## config.mk

```make
export PLATFORM = sky130hd
export DESIGN_NAME = ndscore_top
export DESIGN_NICKNAME = d
export VERILOG_FILES = /design/src/hw/ndscore_pkg.sv /design/src/hw/ndscore_decoder.sv /design/src/hw/ndscore_alu.sv /design/src/hw/ndscore_regfile.sv /design/src/hw/ndscore_top.sv
export VERILOG_INCLUDE_DIRS = /design/src /design/src/hw
export SDC_FILE = /design/constraint.sdc
export NUM_CORES = 2
export LEC_CHECK = 0
export BUFFER_PORTS_ARGS = -buffer_cell sky130_fd_sc_hd__buf_2
export CAP_MARGIN = 20
export CELL_PAD_IN_SITES_DETAIL_PLACEMENT = 0
export CELL_PAD_IN_SITES_GLOBAL_PLACEMENT = 1
export CORE_ASPECT_RATIO = 0.8
export CORE_MARGIN = 1.5
export CORE_UTILIZATION = 53
export CTS_CLUSTER_DIAMETER = 30
export DETAILED_ROUTE_END_ITERATION = 10
export GPL_TIMING_DRIVEN = 0
export PLACE_DENSITY = 0.84
export SLEW_MARGIN = 20
export SYNTH_ARGS = -nofsm -noshare
export SYNTH_HDL_FRONTEND = slang
export SYNTH_HIERARCHICAL = 1
export SYNTH_SLANG_ARGS = --single-unit
```

## constraint.sdc

```tcl
create_clock -name clk -period 7.7 [get_ports clk]
set_input_delay 1.54 -clock clk [delete_from_list [all_inputs] [get_ports clk]]
set_output_delay 1.54 -clock clk [all_outputs]
set_load 0.01 [all_outputs]
```

## src/hw/ndscore_cfg.svh

```systemverilog
`ifndef NDSCORE_CFG_SVH
`define NDSCORE_CFG_SVH

// Datapath and register file
`define NDS_DATA_W    32
`define NDS_INST_W    32
`define NDS_REG_AW    5
`define NDS_NUM_REGS  32
`define NDS_SHAMT_W   5

// Instruction fields
`define NDS_OPC_HI    30
`define NDS_OPC_LO    25
`define NDS_RT_HI     24
`define NDS_RT_LO     20
`define NDS_RA_HI     19
`define NDS_RA_LO     15
`define NDS_RB_HI     14
`define NDS_RB_LO     10
`define NDS_SUB_HI    4
`define NDS_SUB_LO    0

// Immediate top bits, both start at bit 0
`define NDS_IMM15_HI  14
`define NDS_IMM20_HI  19

`endif

```

## src/hw/ndscore_pkg.sv

```systemverilog
`default_nettype none

`include "ndscore_cfg.svh"

package ndscore_pkg;

   // Major opcode, bits 30..25
   typedef enum logic [5:0] {
      OPC_ALU1 = 6'b100000,
      OPC_ADDI = 6'b101000,
      OPC_ORI  = 6'b101100,
      OPC_XORI = 6'b101011,
      OPC_MOVI = 6'b100010
   } nds_opcode_e;

   // ALU group sub-opcode, bits 4..0
   typedef enum logic [4:0] {
      SUB_ADD   = 5'b00000,
      SUB_SUB   = 5'b00001,
      SUB_AND   = 5'b00010,
      SUB_XOR   = 5'b00011,
      SUB_OR    = 5'b00100,
      SUB_SLLI  = 5'b01000,
      SUB_SRLI  = 5'b01001,
      SUB_ROTRI = 5'b01011
   } nds_sub_e;

   typedef enum logic [3:0] {
      ALU_PASS,   // Result is operand b
      ALU_ADD,
      ALU_SUB,
      ALU_AND,
      ALU_OR,
      ALU_XOR,
      ALU_SLL,
      ALU_SRL,
      ALU_ROTR
   } nds_alu_op_e;

   // Decode to execute
   typedef struct packed {
      logic                    valid;
      nds_alu_op_e             alu_op;
      logic [`NDS_DATA_W-1:0]  op_a;
      logic [`NDS_DATA_W-1:0]  op_b;
      logic [`NDS_REG_AW-1:0]  dest;
      logic                    wr_en;
   } nds_dec_t;

   // Execute to write-back, also the bypass source
   typedef struct packed {
      logic                    wr_en;
      logic [`NDS_REG_AW-1:0]  dest;
      logic [`NDS_DATA_W-1:0]  data;
   } nds_wb_t;

endpackage

`default_nettype wire

```

## src/hw/ndscore_decoder.sv

```systemverilog
`timescale 1ns/1ps
`default_nettype none

`include "ndscore_cfg.svh"

module ndscore_decoder (
   input  wire                        clk,
   input  wire                        rst_n_i,
   input  wire                        inst_valid_i,
   input  wire  [`NDS_INST_W-1:0]     inst_i,
   output logic [`NDS_REG_AW-1:0]     rs1_addr_o,
   output logic [`NDS_REG_AW-1:0]     rs2_addr_o,
   input  wire  [`NDS_DATA_W-1:0]     rs1_data_i,
   input  wire  [`NDS_DATA_W-1:0]     rs2_data_i,
   input  ndscore_pkg::nds_wb_t       bypass_i,
   output ndscore_pkg::nds_dec_t      dec_o
);

   ndscore_pkg::nds_opcode_e  opcode;
   ndscore_pkg::nds_sub_e     sub_op;
   ndscore_pkg::nds_alu_op_e  alu_op;
   logic                      writes;
   logic                      use_imm;
   logic [`NDS_SHAMT_W-1:0]   shamt;
   logic [`NDS_DATA_W-1:0]    imm;
   logic [`NDS_DATA_W-1:0]    imm_se15;
   logic [`NDS_DATA_W-1:0]    imm_ze15;
   logic [`NDS_DATA_W-1:0]    imm_se20;
   logic [`NDS_DATA_W-1:0]    imm_shamt;
   logic [`NDS_DATA_W-1:0]    rs1_val;
   logic [`NDS_DATA_W-1:0]    rs2_val;

   logic                      valid_q;
   logic                      wr_en_q;
   ndscore_pkg::nds_alu_op_e  alu_op_q;
   logic [`NDS_DATA_W-1:0]    op_a_q;
   logic [`NDS_DATA_W-1:0]    op_b_q;
   logic [`NDS_REG_AW-1:0]    dest_q;

   assign opcode = ndscore_pkg::nds_opcode_e'(inst_i[`NDS_OPC_HI:`NDS_OPC_LO]);
   assign sub_op = ndscore_pkg::nds_sub_e'(inst_i[`NDS_SUB_HI:`NDS_SUB_LO]);
   assign shamt  = inst_i[`NDS_RB_HI:`NDS_RB_LO];

   assign rs1_addr_o = inst_i[`NDS_RA_HI:`NDS_RA_LO];
   assign rs2_addr_o = inst_i[`NDS_RB_HI:`NDS_RB_LO];

   assign imm_se15  = {{(`NDS_DATA_W-`NDS_IMM15_HI-1){inst_i[`NDS_IMM15_HI]}},
                       inst_i[`NDS_IMM15_HI:0]};
   assign imm_ze15  = {{(`NDS_DATA_W-`NDS_IMM15_HI-1){1'b0}}, inst_i[`NDS_IMM15_HI:0]};
   assign imm_se20  = {{(`NDS_DATA_W-`NDS_IMM20_HI-1){inst_i[`NDS_IMM20_HI]}},
                       inst_i[`NDS_IMM20_HI:0]};
   assign imm_shamt = {{(`NDS_DATA_W-`NDS_SHAMT_W){1'b0}}, shamt};

   always_comb begin
      alu_op  = ndscore_pkg::ALU_PASS;
      writes  = 1'b0;
      use_imm = 1'b0;
      imm     = '0;
      case (opcode)
         ndscore_pkg::OPC_ALU1: begin
            case (sub_op)
               ndscore_pkg::SUB_ADD: begin
                  alu_op = ndscore_pkg::ALU_ADD;
                  writes = 1'b1;
               end
               ndscore_pkg::SUB_SUB: begin
                  alu_op = ndscore_pkg::ALU_SUB;
                  writes = 1'b1;
               end
               ndscore_pkg::SUB_AND: begin
                  alu_op = ndscore_pkg::ALU_AND;
                  writes = 1'b1;
               end
               ndscore_pkg::SUB_OR: begin
                  alu_op = ndscore_pkg::ALU_OR;
                  writes = 1'b1;
               end
               ndscore_pkg::SUB_XOR: begin
                  alu_op = ndscore_pkg::ALU_XOR;
                  writes = 1'b1;
               end
               ndscore_pkg::SUB_SLLI: begin
                  alu_op  = ndscore_pkg::ALU_SLL;
                  writes  = 1'b1;
                  use_imm = 1'b1;
                  imm     = imm_shamt;
               end
               ndscore_pkg::SUB_SRLI: begin
                  alu_op  = ndscore_pkg::ALU_SRL;
                  writes  = (shamt != '0);   // SRLI by 0 is NOP
                  use_imm = 1'b1;
                  imm     = imm_shamt;
               end
               ndscore_pkg::SUB_ROTRI: begin
                  alu_op  = ndscore_pkg::ALU_ROTR;
                  writes  = 1'b1;
                  use_imm = 1'b1;
                  imm     = imm_shamt;
               end
               default: begin
                  writes = 1'b0;
               end
            endcase
         end
         ndscore_pkg::OPC_ADDI: begin
            alu_op  = ndscore_pkg::ALU_ADD;
            writes  = 1'b1;
            use_imm = 1'b1;
            imm     = imm_se15;
         end
         ndscore_pkg::OPC_ORI: begin
            alu_op  = ndscore_pkg::ALU_OR;
            writes  = 1'b1;
            use_imm = 1'b1;
            imm     = imm_ze15;
         end
         ndscore_pkg::OPC_XORI: begin
            alu_op  = ndscore_pkg::ALU_XOR;
            writes  = 1'b1;
            use_imm = 1'b1;
            imm     = imm_ze15;
         end
         ndscore_pkg::OPC_MOVI: begin
            writes  = 1'b1;         // PASS of the immediate
            use_imm = 1'b1;
            imm     = imm_se20;
         end
         default: begin
            writes = 1'b0;
         end
      endcase
   end

   // Forward the result now in execute
   assign rs1_val = (bypass_i.wr_en && bypass_i.dest == rs1_addr_o) ? bypass_i.data
                                                                    : rs1_data_i;
   assign rs2_val = (bypass_i.wr_en && bypass_i.dest == rs2_addr_o) ? bypass_i.data
                                                                    : rs2_data_i;

   always_ff @(posedge clk or negedge rst_n_i) begin
      if (!rst_n_i) begin
         valid_q <= 1'b0;
         wr_en_q <= 1'b0;
      end else begin
         valid_q <= inst_valid_i;
         wr_en_q <= inst_valid_i && writes;
      end
   end

   always_ff @(posedge clk) begin
      if (inst_valid_i) begin
         alu_op_q <= alu_op;
         op_a_q   <= rs1_val;
         op_b_q   <= use_imm ? imm : rs2_val;
         dest_q   <= inst_i[`NDS_RT_HI:`NDS_RT_LO];
      end
   end

   assign dec_o = '{valid:  valid_q,
                    alu_op: alu_op_q,
                    op_a:   op_a_q,
                    op_b:   op_b_q,
                    dest:   dest_q,
                    wr_en:  wr_en_q};

   a_dest_known: assert property (@(posedge clk) disable iff (!rst_n_i)
      dec_o.valid |-> !$isunknown(dec_o.dest))
      else $error("Decoded packet with unknown destination");

endmodule

`default_nettype wire

```

## src/hw/ndscore_alu.sv

```systemverilog
`timescale 1ns/1ps
`default_nettype none

`include "ndscore_cfg.svh"

module ndscore_alu (
   input  ndscore_pkg::nds_dec_t  dec_i,
   output ndscore_pkg::nds_wb_t   wb_o
);

   logic [`NDS_SHAMT_W-1:0]   shamt;
   logic [2*`NDS_DATA_W-1:0]  rot_ext;
   logic [`NDS_DATA_W-1:0]    result;

   assign shamt   = dec_i.op_b[`NDS_SHAMT_W-1:0];
   assign rot_ext = {dec_i.op_a, dec_i.op_a} >> shamt;   // Low half is the rotate

   always_comb begin
      case (dec_i.alu_op)
         ndscore_pkg::ALU_ADD: begin
            result = dec_i.op_a + dec_i.op_b;
         end
         ndscore_pkg::ALU_SUB: begin
            result = dec_i.op_a - dec_i.op_b;
         end
         ndscore_pkg::ALU_AND: begin
            result = dec_i.op_a & dec_i.op_b;
         end
         ndscore_pkg::ALU_OR: begin
            result = dec_i.op_a | dec_i.op_b;
         end
         ndscore_pkg::ALU_XOR: begin
            result = dec_i.op_a ^ dec_i.op_b;
         end
         ndscore_pkg::ALU_SLL: begin
            result = dec_i.op_a << shamt;
         end
         ndscore_pkg::ALU_SRL: begin
            result = dec_i.op_a >> shamt;
         end
         ndscore_pkg::ALU_ROTR: begin
            result = rot_ext[`NDS_DATA_W-1:0];
         end
         default: begin
            result = dec_i.op_b;   // PASS, MOVI
         end
      endcase
   end

   assign wb_o = '{wr_en: dec_i.valid & dec_i.wr_en,
                   dest:  dec_i.dest,
                   data:  result};

   // Decoder only sets wr_en together with valid
   a_wr_en_valid: assert final (!dec_i.wr_en || dec_i.valid)
      else $error("Write enable set in a packet that is not valid");

endmodule

`default_nettype wire

```

## src/hw/ndscore_regfile.sv

```systemverilog
`timescale 1ns/1ps
`default_nettype none

`include "ndscore_cfg.svh"

module ndscore_regfile (
   input  wire                        clk,
   input  wire                        rst_n_i,
   input  wire  [`NDS_REG_AW-1:0]     rs1_addr_i,
   input  wire  [`NDS_REG_AW-1:0]     rs2_addr_i,
   output logic [`NDS_DATA_W-1:0]     rs1_data_o,
   output logic [`NDS_DATA_W-1:0]     rs2_data_o,
   input  ndscore_pkg::nds_wb_t       wb_i,
   output logic                       result_valid_o,
   output logic [`NDS_REG_AW-1:0]     result_dest_o,
   output logic [`NDS_DATA_W-1:0]     result_data_o
);

   logic [`NDS_DATA_W-1:0] regs [`NDS_NUM_REGS];

   // Combinational reads
   assign rs1_data_o = regs[rs1_addr_i];
   assign rs2_data_o = regs[rs2_addr_i];

   always_ff @(posedge clk or negedge rst_n_i) begin
      if (!rst_n_i) begin
         for (int i = 0; i < `NDS_NUM_REGS; i++) begin
            regs[i] <= '0;
         end
      end else if (wb_i.wr_en) begin
         regs[wb_i.dest] <= wb_i.data;
      end
   end

   always_ff @(posedge clk or negedge rst_n_i) begin
      if (!rst_n_i) begin
         result_valid_o <= 1'b0;
      end else begin
         result_valid_o <= wb_i.wr_en;   // One-cycle pulse per write
      end
   end

   always_ff @(posedge clk) begin
      if (wb_i.wr_en) begin
         result_dest_o <= wb_i.dest;
         result_data_o <= wb_i.data;
      end
   end

   a_pulse_follows_write: assert property (@(posedge clk) disable iff (!rst_n_i)
      wb_i.wr_en |=> result_valid_o)
      else $error("Result pulse missing after a write");

   a_no_stray_pulse: assert property (@(posedge clk) disable iff (!rst_n_i)
      !wb_i.wr_en |=> !result_valid_o)
      else $error("Result pulse without a write");

endmodule

`default_nettype wire

```

## src/hw/ndscore_top.sv

```systemverilog
`timescale 1ns/1ps
`default_nettype none

`include "ndscore_cfg.svh"

module ndscore_top (
   input  wire                        clk,
   input  wire                        rst_n_i,
   input  wire                        inst_valid_i,
   input  wire  [`NDS_INST_W-1:0]     inst_i,
   output logic                       result_valid_o,
   output logic [`NDS_REG_AW-1:0]     result_dest_o,
   output logic [`NDS_DATA_W-1:0]     result_data_o
);

   logic [`NDS_REG_AW-1:0]  rs1_addr;
   logic [`NDS_REG_AW-1:0]  rs2_addr;
   logic [`NDS_DATA_W-1:0]  rs1_data;
   logic [`NDS_DATA_W-1:0]  rs2_data;
   ndscore_pkg::nds_dec_t   dec;
   ndscore_pkg::nds_wb_t    wb;   // Also the decoder bypass

   ndscore_decoder i_decoder (
      .clk          (clk),
      .rst_n_i      (rst_n_i),
      .inst_valid_i (inst_valid_i),
      .inst_i       (inst_i),
      .rs1_addr_o   (rs1_addr),
      .rs2_addr_o   (rs2_addr),
      .rs1_data_i   (rs1_data),
      .rs2_data_i   (rs2_data),
      .bypass_i     (wb),
      .dec_o        (dec)
   );

   ndscore_alu i_alu (
      .dec_i (dec),
      .wb_o  (wb)
   );

   ndscore_regfile i_regfile (
      .clk            (clk),
      .rst_n_i        (rst_n_i),
      .rs1_addr_i     (rs1_addr),
      .rs2_addr_i     (rs2_addr),
      .rs1_data_o     (rs1_data),
      .rs2_data_o     (rs2_data),
      .wb_i           (wb),
      .result_valid_o (result_valid_o),
      .result_dest_o  (result_dest_o),
      .result_data_o  (result_data_o)
   );

endmodule

`default_nettype wire

```

==> results.cfg <==
[setup_path]
critPathArrivalTime_ps = 8300
endpoint_kind = flip-flop
critPathLaunchType = flip-flop
worstPathRequired_ps = 8450
criticalPathCategory = reg -> reg
reg2regPathDepth = 21
startpoint = i_decoder/op_b_q[1]
timing.rr.start = i_decoder/op_b_q[1]
crit_path_max_fanout = 11

[cells_and_area]
area_growth_pct = 16.01
nets = 6586
drive_gt1_share_pct = 29.29
fin_util_pct = 62.05
regArea_mm2 = 0.02900
multi_input_area_mm2 = 0.03704
fill_cells = 10470

[synth]
synthCells = 6143
synthTopCellsByCount = mux2i_1 (1108), mux2_2 (1038), dfrtp_1 (1027), nand2_1 (363), a21oi_1 (350)
syn_nets = 6276
yosysMostFrequentCell = mux2i_1
async_flop_share_pct = 90.33
yosysUniqueCellTypes = 101
yosys_warnings = 6
synth_area_per_cell_um2 = 11.29
synth_edf_count = 110
seq_area_frac_synth_pct = 41.83
syn-cell-area_mm2 = 0.06934
ys.flop_type = dfrtp_1
yosysTopAreaCell = dfrtp_1
synthTopCellsByArea = dfrtp_1 (37%), mux2_2 (17%), mux2i_1 (16%)
synth_top_area_share_pct = 37.07
postSynthRegisterBits = 1137

[grt]
grt_use_met2_pct = 56.35
grt_antenna_before_repair = 22
grt_pass1_wl_um = 396500
grt_pass1_vias = 54760
grt_max_degree = 145
globalRoute.totalOverflow = 0
met1_usage_pct = 57.31
top_usage_layer = met1
gr-usage-all-layers_pct = 41.20
grt.met3_usage_pct = 15.56

[floorplanning]
die_x_um = 407.4
rows = 118
ios = 73
core_mm2 = 0.1296
die_area_mm2 = 0.1330
die_height_um = 326.5
start_util_pct = 53.49

[power]
power.switching_mw = 6.218
p_leak_nw = 38.58
p_seq_share_pct = 31.6
pwr_density_cell_mw_per_mm2 = 246.0
switching_share_pct = 31.42
combPwrFrac_pct = 16.9
internal_power_mw = 13.57
pwr-share-clk_pct = 51.4
peakVddDrop_v = 0.0002684

[detailed_routing]
vias = 57460
antenna_left = 0
wire_per_inst_um = 33.49
drt-initial-drc-count = 8200
wl_um = 281300
via_per_inst = 6.840
dr.pass1.iters = 7
drc = 0

[run_status]
status = complete, no violations

[clock_network]
cts_max_path_buffers = 3
cts_sinks = 1137
path_clk_slew_ps = 50
cts_root_buffer = clkbuf_16
cts_made_buffers = 220
cts_setup_buffers = 0
cts_tree = done
clk_latency_ps = 860
cts_hold_buf = 0
h-tree-depth = 4

[sta]
setup_viol = 0
max_freq_ghz = 0.1326
tightest_slew_ps = 1323
clock_skew_ps = 79.35
slew_headroom_pct = 11.82
min_period_over_period_pct = 97.97
finalMaxSlewViolations = 0
hold_viol = 0
fin_crit_ps = 7543
holdWs_ps = 519.7
rsz0062_at_grt = no

[min_path]
holdPathStages = 1
hp-start = i_regfile/regs[625]
min_path_type = reg -> reg

[placed_design]
port_buffers = 65
hpwlAfterDp_um = 204900
place_congestion = 1.044

[job]
cap_violations = 0
-- layout by cell type, fill, tap and decap left out, drive strengths merged, types with 48 or more instances in the layout --
master / n
buf: 421
xnor2: 48
inv: 119
clkinv: 66
ha: 97
dfrtp: 1027
mux2: 1075
nand3: 209
a21oi: 355
nand2: 364
edfxtp: 110
a22o: 129
a31oi: 80
nor3: 76
mux2i: 1108
a22oi: 204
o21ai: 163
nor2: 139
clkbuf: 493
-- critical path, stage by stage, from the launching register on --
cell	delay (ps)
edfxtp_1	460
buf_2	240
clkinv_1	290
clkbuf_1	730
ha_1	360
nand4_1	340
nor4_4	470
nand2_1	310
or3_4	450
nand2_1	90
xnor2_1	150
ha_1	320
a21oi_1	180
o21ai_0	120
or3_1	390
o211a_1	250
o211a_1	240
or3_1	380
a21oi_2	160
a2bb2oi_2	590
clkbuf_1	600
mux2_2	290
-- what timing repair did --
action                     in CTS  in global routing
setup endpoints to repair      10                 70
cloned                          0                  0
resized for setup               1                  1
-- path summary, 6_finish.rpt --
kind / end / slack [ps]
min in group asynchronous: i_regfile/regs[39] / 660
worst min-delay path: i_regfile/regs[625] / 520
worst max register to register: i_regfile/regs[927] / 160
worst max-delay path: i_regfile/regs[927] / 160
worst min register to register: i_regfile/regs[625] / 520
max in group asynchronous: i_regfile/regs[569] / 4780
-- final cells by class --
| class | instances | share of cell area [%] |
|---|---|---|
| timing repair buffer | 89 | 0.9255 |
| antenna | 9 | 0.02800 |
| tap | 1740 | 2.707 |
| clock inverter | 163 | 2.601 |
| buffer | 568 | 3.878 |
| clock buffer | 257 | 7.393 |
| inverter | 77 | 0.3593 |
| multi-input combinational | 4360 | 46.05 |
| sequential | 1137 | 36.06 |
-- per-stage QoR --
step,TNS [ps],total power [mW],area (µm²),std cells,setup WS (ps)
2_1_floorplan,0,8.034,69340,6143,2374
3_3_place_gp,-,9.457,71840,7948,-17480
3_5_place_dp,-508.4,9.513,72370,7972,-64.69
4_1_cts,0,19.67,80410,8392,215.2
5_1_grt,0,20.25,80420,8392,107.8
6_report,0,19.79,80440,8400,156.7
-- state kept, by name (all words and copies together), names as in the netlist --
register and count:
i_regfile/regs 1024, i_decoder/op_a_q 32, i_decoder/op_b_q 32, i_regfile/result_data_o 32, i_decoder/dest_q 5, i_regfile/result_dest_o 5
i_decoder/alu_op_q 4, i_decoder/valid_q 1, i_decoder/wr_en_q 1, i_regfile/result_valid_o 1
-- cell families (layout without fill, tap and decap cells) --
| family | Yosys count | count (layout) | synth area share (%) |
|---|---|---|---|
| AOI/OAI and AO/OA | 1103 | 1103 | 10.52 |
| xor gates and xnor gates | 67 | 67 | 0.8572 |
| DFF | 1137 | 1137 | 41.83 |
| buffers and inverters | 646 | 1154 | 4.917 |
| muxes | 2198 | 2198 | 33.94 |
| adders and majority gates | 98 | 98 | 1.779 |
| other | 0 | 9 | 0 |
| and+or+nand+nor | 894 | 894 | 6.150 |
-- power by group through the flow --
stage	Sequential, mW	Combinational [mW]	Clock [mW]
floorplan	6.30	1.74	0
global placement	6.37	3.09	0
detailed placement	6.36	3.15	0
CTS	6.26	3.17	10.2
global route	6.26	3.42	10.6
finish	6.26	3.35	10.2
-- routing by layer --
metal | wire length [µm] | vias to the layer above
li1 | - | 23550
met1 | 115600 | 29080
met2 | 111700 | 4012
met3 | 39040 | 804
met4 | 14810 | 20
met5 | 132 | -
(Power assumes the default switching activity.)
